`config.mk`:
```
export PLATFORM = sky130hd
export DESIGN_NAME = MicroControllerBlock
export DESIGN_NICKNAME = d
export VERILOG_FILES = /design/src/source/McbPkg.sv /design/src/source/UsiMasterBridge.sv /design/src/source/SyncFifoController.sv /design/src/source/MicroControllerCsr.sv /design/src/source/MicroControllerBlock.sv
export SDC_FILE = /design/constraint.sdc
export NUM_CORES = 1
export LEC_CHECK = 0
export ABC_AREA = 1
export BUFFER_PORTS_ARGS = -buffer_cell sky130_fd_sc_hd__buf_2
export CORE_ASPECT_RATIO = 0.5
export CORE_MARGIN = 3
export CORE_UTILIZATION = 40
export CTS_CLUSTER_DIAMETER = 50
export DETAILED_ROUTE_END_ITERATION = 12
export MAX_ROUTING_LAYER = met4
export PLACE_DENSITY = 0.59
export SLEW_MARGIN = 20
export SYNTH_ARGS = -nofsm -noshare
export SYNTH_HDL_FRONTEND = slang
export SYNTH_SLANG_ARGS = --single-unit
export TNS_END_PERCENT = 50
```
`constraint.sdc`:
```
create_clock -name iSCLK -period 7.8 [get_ports iSCLK]
set_input_delay 1.56 -clock iSCLK [delete_from_list [all_inputs] [get_ports iSCLK]]
set_output_delay 1.56 -clock iSCLK [all_outputs]
set_load 0.02 [all_outputs]
```
`src/source/McbPkg.sv`:
```
/* Bus widths, CSR offsets, FIFO sizing and the packed structs
   shared by the management block */
package McbPkg;

	// ------------------------------------------------------------------------
	// Bus widths
	// ------------------------------------------------------------------------
	localparam int lpUsiBusWidth  = 32;
	localparam int lpUfiDqWidth   = 16;
	localparam int lpUfiAdrsWidth = 32;
	// GPIO word halves
	localparam int lpGpioWidth    = lpUsiBusWidth / 2;
	// Top UFI address bit is the read-valid flag
	localparam int lpRamAdrsWidth = lpUfiAdrsWidth - 1;

	// ------------------------------------------------------------------------
	// Address map
	// ------------------------------------------------------------------------
	localparam logic [7:0] lpBlockAdrs  = 8'h01;
	localparam logic [7:0] lpCsrRamWd   = 8'h00;
	localparam logic [7:0] lpCsrRamAdrs = 8'h04;
	localparam logic [7:0] lpCsrRamPush = 8'h08;
	localparam logic [7:0] lpCsrStatus  = 8'h0C;

	// FIFO sizing
	localparam int lpMfcDepth    = 16;
	localparam int lpMfcPtrWidth = $clog2(lpMfcDepth);
	localparam int lpMfcCntWidth = lpMfcPtrWidth + 1;

	// ------------------------------------------------------------------------
	// Structs
	// ------------------------------------------------------------------------
	typedef struct packed {
		logic [lpRamAdrsWidth-1:0] ramAdrs;
		logic [lpUfiDqWidth-1:0]   ramWd;
	} tMfcEntry;

	typedef struct packed {
		logic [lpGpioWidth-1:0] msb;
		logic [lpGpioWidth-1:0] lsb;
		logic                   dataEn;
		logic                   adrsEn;
	} tGpioWrite;

	typedef struct packed {
		logic [lpUsiBusWidth-1:0] wd;
		logic [lpUsiBusWidth-1:0] adrs;
	} tUsiSlave;

endpackage

```
`src/source/UsiMasterBridge.sv`:
```
/* GPIO to USI master bridge: write data register,
   one-cycle address strobe and read-word split */
`timescale 1ns/1ps

module UsiMasterBridge
	import McbPkg::*;
(
	input  logic                     iSCLK,
	input  logic                     iSRST,
	input  tGpioWrite                iGpioWrite,
	input  logic [lpUsiBusWidth-1:0] iMUsiRd,
	output logic [lpUsiBusWidth-1:0] oMUsiWd,
	output logic [lpUsiBusWidth-1:0] oMUsiAdrs,
	output logic [lpGpioWidth-1:0]   oGpioRdMsb,
	output logic [lpGpioWidth-1:0]   oGpioRdLsb
);

	logic [lpUsiBusWidth-1:0] wGpioWord;

	assign wGpioWord = {iGpioWrite.msb, iGpioWrite.lsb};

	always_ff @(posedge iSCLK)
	begin
		if (iSRST)
		begin
			oMUsiWd   <= '0;
			oMUsiAdrs <= '0;
		end
		else
		begin
			// Write data holds until the next data enable
			if (iGpioWrite.dataEn)
				oMUsiWd <= wGpioWord;
			// Address is a single-cycle strobe, zero otherwise
			oMUsiAdrs <= iGpioWrite.adrsEn ? wGpioWord : '0;
		end
	end

	// Read word back to the GPIO halves
	assign oGpioRdMsb = iMUsiRd[lpUsiBusWidth-1:lpGpioWidth];
	assign oGpioRdLsb = iMUsiRd[lpGpioWidth-1:0];

endmodule

```
`src/source/SyncFifoController.sv`:
```
/* Synchronous FIFO with occupancy counter, full/empty flags
   and registered read data with read-valid */
`timescale 1ns/1ps

module SyncFifoController
	import McbPkg::*;
(
	input  logic     iSCLK,
	input  logic     iSRST,
	input  tMfcEntry iWd,
	input  logic     iWe,
	input  logic     iRe,
	output tMfcEntry oRd,
	output logic     oRvd,
	output logic     oFull,
	output logic     oEmp
);

	tMfcEntry                 rMem [lpMfcDepth];
	logic [lpMfcPtrWidth-1:0] rWrPtr;
	logic [lpMfcPtrWidth-1:0] rRdPtr;
	logic [lpMfcCntWidth-1:0] rCount;
	logic                     wWrite;
	logic                     wRead;

	// Flags straight from the counter
	assign oFull = (rCount == lpMfcCntWidth'(lpMfcDepth));
	assign oEmp  = (rCount == '0);

	// Requests that hit full or empty are dropped
	assign wWrite = iWe && !oFull;
	assign wRead  = iRe && !oEmp;

	// ------------------------------------------------------------------------
	// Storage and read port
	// ------------------------------------------------------------------------
	always_ff @(posedge iSCLK)
	begin
		if (wWrite)
			rMem[rWrPtr] <= iWd;
		if (wRead)
			oRd <= rMem[rRdPtr];
	end

	// ------------------------------------------------------------------------
	// Pointers and occupancy
	// ------------------------------------------------------------------------
	always_ff @(posedge iSCLK)
	begin
		if (iSRST)
		begin
			rWrPtr <= '0;
			rRdPtr <= '0;
			rCount <= '0;
			oRvd   <= 1'b0;
		end
		else
		begin
			if (wWrite)
				rWrPtr <= rWrPtr + 1'b1;
			if (wRead)
				rRdPtr <= rRdPtr + 1'b1;
			// Simultaneous push and pop leave the count alone
			case ({wWrite, wRead})
				2'b10:   rCount <= rCount + 1'b1;
				2'b01:   rCount <= rCount - 1'b1;
				default: rCount <= rCount;
			endcase
			oRvd <= wRead;
		end
	end

endmodule

```
`src/source/MicroControllerCsr.sv`:
```
/* USI slave CSR bank with RAM data/address registers,
   push strobe generation and readback */
`timescale 1ns/1ps

module MicroControllerCsr
	import McbPkg::*;
(
	input  logic                     iSCLK,
	input  logic                     iSRST,
	input  tUsiSlave                 iSUsiAccess,
	input  logic                     iRamFull,
	input  logic                     iRamEmp,
	output logic [lpUsiBusWidth-1:0] oSUsiRd,
	output tMfcEntry                 oRamEntry,
	output logic                     oRamEn
);

	logic                      wAccess;
	logic [7:0]                wOffset;
	logic [lpUsiBusWidth-1:0]  wRdSel;
	logic [lpUfiDqWidth-1:0]   rRamWd;
	logic [lpRamAdrsWidth-1:0] rRamAdrs;
	logic                      rRamEn;

	// ------------------------------------------------------------------------
	// Address decode
	// ------------------------------------------------------------------------
	assign wOffset = iSUsiAccess.adrs[7:0];

	// Idle bus is all-zero address
	assign wAccess = (iSUsiAccess.adrs != '0) &&
		(iSUsiAccess.adrs[lpUsiBusWidth-1 -: 8] == lpBlockAdrs);

	// ------------------------------------------------------------------------
	// RAM request registers
	// ------------------------------------------------------------------------
	always_ff @(posedge iSCLK)
	begin
		if (iSRST)
		begin
			rRamWd   <= '0;
			rRamAdrs <= '0;
		end
		else if (wAccess)
		begin
			if (wOffset == lpCsrRamWd)
				rRamWd <= iSUsiAccess.wd[lpUfiDqWidth-1:0];
			if (wOffset == lpCsrRamAdrs)
				rRamAdrs <= iSUsiAccess.wd[lpRamAdrsWidth-1:0];
		end
	end

	// Push strobe, one cycle after the push access
	always_ff @(posedge iSCLK)
	begin
		if (iSRST)
			rRamEn <= 1'b0;
		else
			rRamEn <= wAccess && (wOffset == lpCsrRamPush) && iSUsiAccess.wd[0];
	end

	assign oRamEn    = rRamEn;
	assign oRamEntry = '{ramAdrs: rRamAdrs, ramWd: rRamWd};

	// ------------------------------------------------------------------------
	// Readback
	// ------------------------------------------------------------------------
	// Values as they stand before this access
	always_comb
	begin
		case (wOffset)
			lpCsrRamWd:   wRdSel = lpUsiBusWidth'(rRamWd);
			lpCsrRamAdrs: wRdSel = lpUsiBusWidth'(rRamAdrs);
			lpCsrStatus:  wRdSel = lpUsiBusWidth'({iRamFull, iRamEmp});
			// Push register and unmapped offsets
			default:      wRdSel = '0;
		endcase
	end

	always_ff @(posedge iSCLK)
	begin
		if (iSRST)
			oSUsiRd <= '0;
		else if (wAccess)
			oSUsiRd <= wRdSel;
	end

endmodule

```
`src/source/MicroControllerBlock.sv`:
```
/* Management block top: CSR bank, RAM-write FIFO and
   GPIO to USI bridge, with FIFO drain onto UFI */
`timescale 1ns/1ps

module MicroControllerBlock
	import McbPkg::*;
(
	input  logic                      iSCLK,
	input  logic                      iSRST,
	input  tGpioWrite                 iGpioWrite,
	input  logic [lpUsiBusWidth-1:0]  iMUsiRd,
	input  tUsiSlave                  iSUsiAccess,
	input  logic                      iMUfiRdy,
	output logic [lpGpioWidth-1:0]    oGpioRdMsb,
	output logic [lpGpioWidth-1:0]    oGpioRdLsb,
	output logic [lpUsiBusWidth-1:0]  oMUsiWd,
	output logic [lpUsiBusWidth-1:0]  oMUsiAdrs,
	output logic [lpUsiBusWidth-1:0]  oSUsiRd,
	output logic [lpUfiDqWidth-1:0]   oMUfiWd,
	output logic [lpUfiAdrsWidth-1:0] oMUfiAdrs
);

	tMfcEntry wRamEntry;
	tMfcEntry wFifoRd;
	logic     wRamEn;
	logic     wFifoRvd;
	logic     wFull;
	logic     wEmp;
	logic     wPop;

	// ------------------------------------------------------------------------
	// CSR bank
	// ------------------------------------------------------------------------
	MicroControllerCsr MicroControllerCsr_inst (
		.iSCLK       (iSCLK),
		.iSRST       (iSRST),
		.iSUsiAccess (iSUsiAccess),
		.iRamFull    (wFull),
		.iRamEmp     (wEmp),
		.oSUsiRd     (oSUsiRd),
		.oRamEntry   (wRamEntry),
		.oRamEn      (wRamEn)
	);

	// ------------------------------------------------------------------------
	// RAM-write FIFO and UFI drain
	// ------------------------------------------------------------------------
	// Pop whenever UFI is ready and something is queued
	assign wPop = iMUfiRdy && !wEmp;

	SyncFifoController SyncFifoController_inst (
		.iSCLK (iSCLK),
		.iSRST (iSRST),
		.iWd   (wRamEntry),
		.iWe   (wRamEn),
		.iRe   (wPop),
		.oRd   (wFifoRd),
		.oRvd  (wFifoRvd),
		.oFull (wFull),
		.oEmp  (wEmp)
	);

	assign oMUfiWd   = wFifoRd.ramWd;
	assign oMUfiAdrs = {wFifoRvd, wFifoRd.ramAdrs};

	// ------------------------------------------------------------------------
	// GPIO to USI master
	// ------------------------------------------------------------------------
	UsiMasterBridge UsiMasterBridge_inst (
		.iSCLK      (iSCLK),
		.iSRST      (iSRST),
		.iGpioWrite (iGpioWrite),
		.iMUsiRd    (iMUsiRd),
		.oMUsiWd    (oMUsiWd),
		.oMUsiAdrs  (oMUsiAdrs),
		.oGpioRdMsb (oGpioRdMsb),
		.oGpioRdLsb (oGpioRdLsb)
	);

endmodule

```
==> results of run 1 <==
-- metrics by stage --
| step | util, % | hold WS [ns] | power (W) |
|---|---|---|---|
| floorplan | - | 0.478 | 0.00799 |
| global placement | 42.7 | 0.449 | 0.00867 |
| detailed placement | 42.7 | 0.455 | 0.00872 |
| CTS | 45.9 | 0.465 | 0.0132 |
| global route | 46.0 | 0.483 | 0.0137 |
| finish | 46.0 | 0.461 | 0.0131 |
-- cells in the mapped netlist --
library cell	n	share of area (%)
clkbuf_1	95	0.96
conb_1	1	0.010
nor2_2	1	0.017
xor2_1	5	0.12
inv_2	3	0.030
o21ai_0	327	4.4
nand4_1	1	0.017
o211ai_1	188	3.8
nor2_4	3	0.091
nand3_1	123	1.7
dfxtp_1	157	8.5
buf_2	57	0.77
edfxtp_1	799	65
buf_1	19	0.19
o21ai_1	135	1.8
xnor2_1	1	0.024
nand2_2	1	0.017
a21oi_1	58	0.78
ha_1	9	0.30
buf_6	18	0.55
buf_4	44	0.89
nor3_1	48	0.65
nor2_1	710	7.2
inv_8	1	0.030
nand2_1	168	1.7
o21bai_1	1	0.020
buf_12	1	0.054
inv_1	72	0.73
-- metal layers --
metal / vias to the layer above / wire (µm) / track usage [%]
li1: 11100 / - / -
met1: 11800 / 42600 / 27.3
met2: 765 / 45500 / 32.1
met3: 149 / 6230 / 3.43
met4: 0 / 2270 / 5.21
met5: - / 0 / -
-- power by group --
group          internal [W]  total (W)  switching, W  leakage (nW)
Clock               0.00257    0.00449       0.00192          1.46
Combinational      0.000801    0.00269       0.00189          4.22
Sequential          0.00572    0.00589      0.000175          7.79
-- worst paths after layout --
path / startpoint / end / slack [ns] / cells after the start
worst max register to register: SyncFifoController_inst.rRdPtr[0] / SyncFifoController_inst.oRd[19] / 4.07 / 8
worst max-delay path: SyncFifoController_inst.rRdPtr[0] / SyncFifoController_inst.oRd[19] / 4.07 / 8
worst min-delay path: MicroControllerCsr_inst.oSUsiRd[22] / MicroControllerCsr_inst.oSUsiRd[22] / 0.46 / 2
worst min register to register: MicroControllerCsr_inst.oSUsiRd[22] / MicroControllerCsr_inst.oSUsiRd[22] / 0.46 / 2
-- cells by family after synthesis --
family	Yosys count	share of synthesized area, %
AND/OR/NAND/NOR	1055	11.3
flip-flops	956	73.2
AO/OA/AOI/OAI	709	10.8
buffers and inverters	310	4.20
adder cells (fa/ha/maj)	9	0.304
XOR/XNOR	6	0.142
other	1	0.0101
-- placed cells by master (no fill, tap or decap), types with 90 or more instances in the layout --
master / count
edfxtp_1: 799
nor2_1: 694
o21ai_0: 327
buf_2: 226
o211ai_1: 188
nand2_1: 166
dfxtp_1: 153
o21ai_1: 135
nand3_1: 123
clkbuf_16: 90
-- flip-flops by register name (all words and copies together) (netlist names), 5 cells and up --
signal and cells:
UsiMasterBridge_inst.oMUsiWd 32, MicroControllerCsr_inst.rRamWd 16, MicroControllerCsr_inst.oSUsiRd 31, UsiMasterBridge_inst.oMUsiAdrs 32
MicroControllerCsr_inst.rRamAdrs 31, SyncFifoController_inst.rMem 752, SyncFifoController_inst.rCount 5, SyncFifoController_inst.oRd 47
-- worst reg2reg max path, delay by kind of cell (launching register included) --
family / cells / cell delay [ns]
buffers and inverters: 2 / 1.73
flip-flops: 1 / 0.97
AND/OR/NAND/NOR: 4 / 0.54
AO/OA/AOI/OAI: 2 / 0.22
-- final cells by class --
type / count / area share [%]
Inverter: 76 / 0.713
Antenna cell: 1 / 0.00597
Multi-Input combinational cell: 1780 / 20.3
Timing Repair Buffer: 259 / 3.41
Sequential cell: 956 / 64.7
Clock buffer: 118 / 5.79
Clock inverter: 46 / 1.33
Tap cell: 1240 / 3.70
==> run_results.csv, run 1 <==
group,metric,value,unit
detailed_routing,drt-pass1-iter-count,5,
layout,fillers,8152,
clock_network,ctsHoldBuffers,0,
worst_setup_path,critPathBufInv,2,
clock_network,cts_setup_buffers,0,
flow_run,cap_violations,0,
timing,setup_tns,0,ns
worst_setup_path,critPathMaxFanout,205,
clock_network,cts-root-buf,"clkbuf_16",
clock_network,clockBufferDepth,3,
min_path,worstHoldPathType,"flip-flop to flip-flop",
timing,finalCritPeriodShare,47.8,%
synth,synth_cell_type_count,28,
placed_design,dpl.cell_count,4310,
layout,multi_input_area,8520,µm²
synth,synth_warnings,0,
detailed_routing,ant_nets,0,
detailed_routing,dr.first_iter.drc_count,2285,
floorplanning,die_area,96600,µm²
detailed_routing,vias,23800,
detailed_routing,via_per_inst,5.33,
timing,hold_viol,0,
worst_setup_path,crit_family,"buffers and inverters",
synth,seq_area_frac_synth,73.2,%
floorplanning,core-area,91300,µm²
floorplanning,die_w,437,µm
global_routing,grt_pass1_vias,23100,
timing,fin_crit,3.73,ns
floorplanning,initial_core_util,40.6,%
worst_setup_path,max_stage_delay,0.97,ns
clock_network,worstSkewPairLatency,0.68,ns
worst_setup_path,critPathCaptureType,"flip-flop",
clock_network,cts_tree,"done",
layout,final_nets,3303,
synth,synth_cells,3046,
timing,setup_viol,0,
placed_design,place_area,38900,µm²
global_routing,grt_pass1_wl,145000,µm
timing,worstMarginPinSlew,1.16,ns
layout,drive_above_1_share,13.2,%
placed_design,place_ws,3.67,ns
floorplanning,io_pins,309,
layout,layout.cell_area.non_filler,41900,µm²
run_status,status,"complete, no violations",
layout,fin_cells,4476,
clock_network,clk_pin_slew_worst_paths,0.06,ns
timing,fin_skew,0.0277,ns
clock_network,numCtsBuffers,88,
worst_setup_path,start_kind,"flip-flop",
timing,rsz0062_at_grt,"no",
global_routing,grt_usage,20.3,%
worst_setup_path,required,8.19,ns
layout,synthToLayoutAreaGrowth,13.1,%
placed_design,gp_congestion,0.771,
worst_setup_path,path_class,"flip-flop to flip-flop",
timing,fin_ws,4.07,ns
global_routing,antenna_found_initial,0,
floorplanning,rows,78,
floorplanning,dieHeight,221,µm
synth,syn_area,37100,µm²
clock_network,cts_sinks,956,
detailed_routing,wl,96600,µm
placed_design,numPortBuffers,226,
synth,synth-seq-cells,956,
synth,syn-num-nets,3188,
power_and_ir_drop,p_per_area,312,nW/µm²
worst_setup_path,path_cells,"clkinv_8 -> buf_4 -> nor2_1 -> nor2_1 -> o21ai_1 -> o211ai_1 -> nand3_1 -> nand2_1",
timing,fmax,0.268,GHz
worst_setup_path,slowest_stage,"dfxtp_4",
power_and_ir_drop,peakVddDrop,0.324,mV
layout,seq_area,27100,µm²
placed_design,hpwl,46900,µm
detailed_routing,drc,0,
worst_setup_path,cp.arrival,4.12,ns
clock_network,cts_resized,0,
worst_setup_path,crit_path_frequent_cell,"nor2_1",
synth,syn_avg_cell_area,12.2,µm²
clock_network,htree_levels,3,
global_routing,overflow,0,
timing,slew_viol_final,0,
power_and_ir_drop,leakagePower,13.5,nW
global_routing,grt_max_degree,206,
detailed_routing,wl_per_cell,21.6,µm
timing,slew-limit-headroom,22.9,%
Note: power is estimated with default switching activity, not from simulation.
==> run 2, diff against run 1 <==
--- a/config.mk
+++ b/config.mk
@@ -13,7 +13,7 @@
 export CTS_CLUSTER_DIAMETER = 50
 export DETAILED_ROUTE_END_ITERATION = 12
 export MAX_ROUTING_LAYER = met4
-export PLACE_DENSITY = 0.59
+export PLACE_DENSITY = 0.61
 export SLEW_MARGIN = 20
 export SYNTH_ARGS = -nofsm -noshare
 export SYNTH_HDL_FRONTEND = slang
==> constraint.sdc (replaced) <==
create_clock -name iSCLK -period 3.1 [get_ports iSCLK]
set_input_delay 0.62 -clock iSCLK [delete_from_list [all_inputs] [get_ports iSCLK]]
set_output_delay 0.62 -clock iSCLK [all_outputs]
set_load 0.02 [all_outputs]
==> run 2 against run 1 <==
Clock power up 140%. Worst setup slack worse by 3.5 ns. Critical path depth down 1. Combinational power rose to 2.7 times the previous value. Via count up 0.22%. Die area unchanged. Hold slack worse by 0.27 ns. Critical path type unchanged. Largest cell class unchanged.
==> run_results.csv, run 2 (synthesis gave the netlist of run 1 again) <==
group,metric,value,unit
timing,finalCritPeriodShare,80.1,%
layout,fillers,8041,
worst_setup_path,cp.arrival,2.82,ns
clock_network,cts_resized,0,
timing,slew_viol_final,0,
clock_network,cts_sinks,956,
global_routing,grt_pass1_vias,22900,
clock_network,cts-root-buf,"clkbuf_16",
clock_network,cts_tree,"done",
worst_setup_path,max_stage_delay,0.54,ns
worst_setup_path,crit_family,"simple AND/OR/NAND/NOR gates",
floorplanning,die_area,96600,µm²
floorplanning,die_w,437,µm
detailed_routing,via_per_inst,5.29,
clock_network,clockBufferDepth,3,
layout,largest_register_ffs,752,
worst_setup_path,path_class,"flip-flop to flip-flop",
clock_network,cts_setup_buffers,0,
timing,setup_viol,0,
detailed_routing,wl,94000,µm
worst_setup_path,critPathCaptureType,"flip-flop",
power_and_ir_drop,peakVddDrop,0.728,mV
global_routing,overflow,0,
timing,fmax,0.402,GHz
timing,slew-limit-headroom,21.1,%
layout,layout_common_cells,"799 x edfxtp_1, 694 x nor2_1, 327 x o21ai_0, 226 x buf_2, 188 x o211ai_1",
timing,fin_crit,2.48,ns
detailed_routing,drt-pass1-iter-count,5,
flow_run,cap_violations,0,
global_routing,antenna_found_initial,3,
worst_setup_path,path_cells,"nor2_1 -> nand3_1 -> nand2_1 -> inv_1 -> nand2_1 -> nor2_4 -> buf_12",
placed_design,place_area,39400,µm²
timing,worstMarginPinSlew,1.18,ns
global_routing,grt_usage,19.8,%
clock_network,numCtsBuffers,87,
floorplanning,core-area,91300,µm²
floorplanning,rows,78,
global_routing,grt_pass1_wl,143000,µm
floorplanning,dieHeight,221,µm
timing,setup_tns,0,ns
worst_setup_path,critPathBufInv,2,
layout,final_common_cell,"edfxtp_1",
clock_network,htree_levels,3,
layout,regMostFlops,"SyncFifoController_inst.rMem",
power_and_ir_drop,power.total,0.0325,W
worst_setup_path,required,3.44,ns
layout,layout.cell_area.non_filler,42300,µm²
layout,drive_above_1_share,13.6,%
clock_network,clk_pin_slew_worst_paths,0.06,ns
placed_design,numPortBuffers,226,
layout,largestRegisters,"SyncFifoController_inst.rMem (752), SyncFifoController_inst.oRd (47)",
placed_design,place_ws,0.634,ns
global_routing,grt_max_degree,237,
worst_setup_path,crit_path_frequent_cell,"nand2_1",
detailed_routing,drc,0,
worst_setup_path,critPathMaxFanout,29,
power_and_ir_drop,p_per_area,769,nW/µm²
power_and_ir_drop,leakagePower,13.5,nW
floorplanning,initial_core_util,40.6,%
worst_setup_path,start_kind,"flip-flop",
timing,fin_skew,0.0273,ns
placed_design,gp_congestion,0.782,
detailed_routing,vias,23900,
detailed_routing,dr.first_iter.drc_count,2002,
timing,fin_ws,0.615,ns
layout,synthToLayoutAreaGrowth,14.0,%
worst_setup_path,slowest_stage,"nor2_4",
clock_network,worstSkewPairLatency,0.67,ns
layout,final_nets,3338,
timing,whs,0.190,ns
floorplanning,io_pins,309,
detailed_routing,ant_nets,0,
detailed_routing,wl_per_cell,20.8,µm
min_path,worstHoldPathType,"input port to flip-flop",
clock_network,ctsHoldBuffers,0,
placed_design,hpwl,50600,µm
run_status,status,"complete, no violations",
timing,rsz0062_at_grt,"no",
timing,hold_viol,0,
## run 2: changes by cell type in the layout (fill, tap and decap cells not counted), sizes merged
cell	delta
clkinvlp	-3
buf	+36
diode	+2
clkinv	+7
clkbuf	-1
bufinv	-4
## run 2: path summary, 6_finish.rpt
kind                            slack [ns]  depth (start not counted)                                   to                           startpoint
worst max register to register        0.62                          7  SyncFifoController_inst.rMem[4][16]    SyncFifoController_inst.rCount[0]
worst min-delay path                  0.19                          3   UsiMasterBridge_inst.oMUsiAdrs[11]                       iGpioWrite[13]
worst max-delay path                  0.62                          7  SyncFifoController_inst.rMem[4][16]    SyncFifoController_inst.rCount[0]
worst min register to register        0.46                          2  MicroControllerCsr_inst.oSUsiRd[20]  MicroControllerCsr_inst.oSUsiRd[20]
## run 2: routing by layer
metal | GRT usage (%) | up-vias | wire [µm] | share of wire [%]
met5 | - | - | 0 | 0
met4 | 5.80 | 0 | 2370 | 2.5
met3 | 3.24 | 146 | 5470 | 5.8
met2 | 31.2 | 689 | 44500 | 47
met1 | 26.6 | 11900 | 41600 | 44
li1 | - | 11200 | - | -
## run 2: power breakdown
group          internal, W  total, W  switching [W]
sequential          0.0144    0.0146       0.000191
combinational      0.00226   0.00716        0.00490
clock              0.00600    0.0108        0.00475
## run 2: through the flow
| stage | utilization [%] | std cells |
|---|---|---|
| after floorplan | - | 3046 |
| after global placement | 43.2 | 4347 |
| after detailed placement | 43.2 | 4347 |
| after CTS | 46.3 | 4510 |
| after global routing | 46.3 | 4512 |
| final | 46.3 | 4513 |
## run 2: final cells by class
type                    instances  area [µm²]  area share, %
repair buffers                295        1920           4.55
well taps                    1240        1550           3.67
clock inverters                46         448           1.06
multi-input cells            1780        8520           20.2
inverters                      76         299          0.707
flip-flops and latches        956       27100           64.2
diodes                          3        7.51         0.0178
clock buffers                 117        2370           5.61
## run 2: tightest hold or removal path, cell delays in order
cell	delay [ns]
buf_2	0.07
inv_1	0.04
nor2_1	0.08
==> run 3, diff against run 2 <==
==> constraint.sdc (replaced) <==
create_clock -name iSCLK -period 2.1 [get_ports iSCLK]
set_input_delay 0.42 -clock iSCLK [delete_from_list [all_inputs] [get_ports iSCLK]]
set_output_delay 0.42 -clock iSCLK [all_outputs]
set_load 0.02 [all_outputs]
==> run 3 against run 2 <==
Final area is 3.1% higher. Hold slack worse by 0.14 ns. Critical path depth is 8 higher. Register-to-register slack worse by 0.47 ns. Core utilization is 1.5 points higher. Cell count is 2.3% higher. Global-route usage is 0.13 points higher. Routed wire length is 0.72% higher. Clock skew is 0.0025 ns lower.
==> run_results.csv, run 3 (synthesis gave the netlist of run 1 again) <==
group,metric,value,unit
power_and_ir_drop,switching_power,0.0149,W
layout,layout_common_cells,"799 x edfxtp_1, 692 x nor2_1, 326 x o21ai_0, 226 x buf_2, 188 x o211ai_1",
timing,worstMarginPinSlew,0.745,ns
timing,hold_viol,0,
worst_setup_path,critPathMaxFanout,5,
run_status,status,"complete, no violations",
layout,largestRegisters,"SyncFifoController_inst.rMem (752), SyncFifoController_inst.oRd (47)",
worst_setup_path,reg2reg_slack,0.15,ns
floorplanning,core-area,91300,µm²
placed_design,place_ws,0.122,ns
layout,synthToLayoutAreaGrowth,17.6,%
timing,fin_skew,0.0247,ns
detailed_routing,ant_nets,0,
timing,slew_viol_final,0,
detailed_routing,vias,24300,
worst_setup_path,critPathCaptureType,"flip-flop",
clock_network,clk_pin_slew_worst_paths,0.06,ns
global_routing,grt_pass1_vias,23800,
global_routing,overflow,0,
placed_design,dpl.cell_count,4393,
clock_network,worstSkewPairLatency,0.68,ns
global_routing,grt_pass1_wl,144000,µm
clock_network,clockBufferDepth,3,
placed_design,gp_congestion,0.808,
worst_setup_path,rr_worst_depth,15,
power_and_ir_drop,p_per_area,1110,nW/µm²
global_routing,grt_usage,19.9,%
layout,largest_register_ffs,752,
floorplanning,die_area,96600,µm²
placed_design,hpwl,53800,µm
layout,final_common_cell,"edfxtp_1",
clock_network,cts-root-buf,"clkbuf_16",
detailed_routing,dr.first_iter.drc_count,1988,
clock_network,cts_tree,"done",
placed_design,numPortBuffers,226,
layout,final_nets,3444,
timing,finalCritPeriodShare,93.1,%
layout,n_antenna_cell,0,
power_and_ir_drop,peakVddDrop,0.659,mV
timing,setup_viol,0,
clock_network,htree_levels,3,
floorplanning,initial_core_util,40.6,%
floorplanning,rows,78,
detailed_routing,drc,0,
detailed_routing,via_per_inst,5.25,
layout,fillers,8054,
min_path,hold_depth,3,
power_and_ir_drop,seqPwrFrac,44.4,%
clock_network,cts_sinks,956,
global_routing,grt_max_degree,75,
power_and_ir_drop,p_clk_share,32.2,%
power_and_ir_drop,p_comb_share,23.3,%
worst_setup_path,reg2reg_from,"SyncFifoController_inst.rCount[1]",
layout,regMostFlops,"SyncFifoController_inst.rMem",
timing,fin_ws,0.146,ns
detailed_routing,drt-pass1-iter-count,5,
power_and_ir_drop,p_int,0.0336,W
timing,slew-limit-headroom,50.3,%
worst_setup_path,timing.rr.end,"SyncFifoController_inst.rCount[4]",
worst_setup_path,cp.arrival,2.53,ns
floorplanning,die_w,437,µm
floorplanning,dieHeight,221,µm
detailed_routing,wl,94600,µm
min_path,holdPathEnd,"MicroControllerCsr_inst.rRamWd[7]",
layout,drive_above_1_share,15.5,%
power_and_ir_drop,p_sw_share,30.8,%
worst_setup_path,start_kind,"flip-flop",
clock_network,numCtsBuffers,89,
min_path,worstHoldStart,"iSUsiAccess[39]",
global_routing,antenna_found_initial,1,
timing,fmax,0.512,GHz
worst_setup_path,path_class,"flip-flop to flip-flop",
detailed_routing,wl_per_cell,20.5,µm
power_and_ir_drop,leakagePower,14.4,nW
floorplanning,io_pins,309,
flow_run,cap_violations,0,
worst_setup_path,required,2.67,ns
min_path,worstHoldPathType,"input port to flip-flop",
layout,fin_cells,4617,
timing,fin_crit,1.95,ns
-- run 3: cell count changes in the layout (fill, tap and decap cells not counted), sizes merged --
cell and delta:
dlygate4sd3 +55, diode -3, buf +49, clkinvlp +2, clkbuf +8, clkinv -3, bufinv -5, inv +1
-- run 3: stage by stage --
stage | util, % | TNS [ns] | hold slack (ns) | cell area, µm² | total power, W
finish | 47.8 | 0 | 0.0473 | 43600 | 0.0485
global route | 47.8 | -0.00483 | 0.0246 | 43600 | 0.0510
CTS | 47.7 | 0 | 0.00191 | 43500 | 0.0487
detailed placement | 44.1 | 0 | 0.452 | 40200 | 0.0331
global placement | 44.1 | 0 | 0.452 | 40200 | 0.0330
floorplan | - | -145.89 | 0.479 | 37200 | 0.0298
-- run 3: timing repair --
| action | 4_1_cts | 5_1_grt |
|---|---|---|
| setup endpoints to repair | 0 | 2 |
| hold buffers | 55 | 0 |
| gates resized for setup | 0 | 10 |
| endpoints found under the hold margin | 89 | 0 |
| setup buffers | 0 | 3 |
-- run 3: power groups by stage --
stage	logic (W)	clock network [W]	registers (W)
floorplan	0.00723	0	0.0226
global placement	0.0110	0	0.0219
detailed placement	0.0112	0	0.0219
CTS	0.0113	0.0159	0.0215
global route	0.0127	0.0167	0.0216
finish	0.0113	0.0156	0.0215
-- run 3: per-layer routing --
| layer | track usage [%] | routed length, µm | vias up |
|---|---|---|---|
| li1 | - | - | 11400 |
| met1 | 26.8 | 42200 | 12000 |
| met2 | 31.0 | 44400 | 732 |
| met3 | 3.74 | 5500 | 154 |
| met4 | 5.69 | 2500 | 0 |
| met5 | - | 0 | - |
-- run 3: final cells by class --
cell class                      instances  area, µm²  area share, %
Timing Repair Buffer                  399       3210           7.35
Tap cell                             1240       1550           3.56
Clock buffer                          125       2460           5.65
Clock inverter                         41        319          0.732
Sequential cell                       956      27200           62.3
Inverter                               76        304          0.697
Multi-Input combinational cell       1780       8600           19.7
-- run 3: how the worst max path moves through the flow --
stage / startpoint / end / slack (ns) / cells past startpoint
floorplan: SyncFifoController_inst.rCount[3] / SyncFifoController_inst.rCount[4] / -0.58 / 15
global placement: SyncFifoController_inst.rCount[3] / SyncFifoController_inst.rCount[4] / 0.10 / 15
detailed placement: SyncFifoController_inst.rCount[3] / SyncFifoController_inst.rCount[4] / 0.12 / 13
CTS: SyncFifoController_inst.rCount[3] / SyncFifoController_inst.rCount[4] / 0.12 / 13
global route: SyncFifoController_inst.rCount[1] / SyncFifoController_inst.rCount[4] / -0.005 / 15
finish: SyncFifoController_inst.rCount[1] / SyncFifoController_inst.rCount[4] / 0.15 / 15
-- run 3: critical path: stages (launching register included) --
cell and delay [ns]:
dfxtp_4 0.36, nor2_4 0.14, nand3_2 0.09, nand2_2 0.09
clkinvlp_4 0.11, ha_4 0.19, xor2_2 0.15, ha_2 0.17
inv_1 0.06, nand2_2 0.06, nand3_2 0.09, nand2_2 0.05
nand2_1 0.05, nand2_1 0.06, o21ai_2 0.12, inv_1 0.05
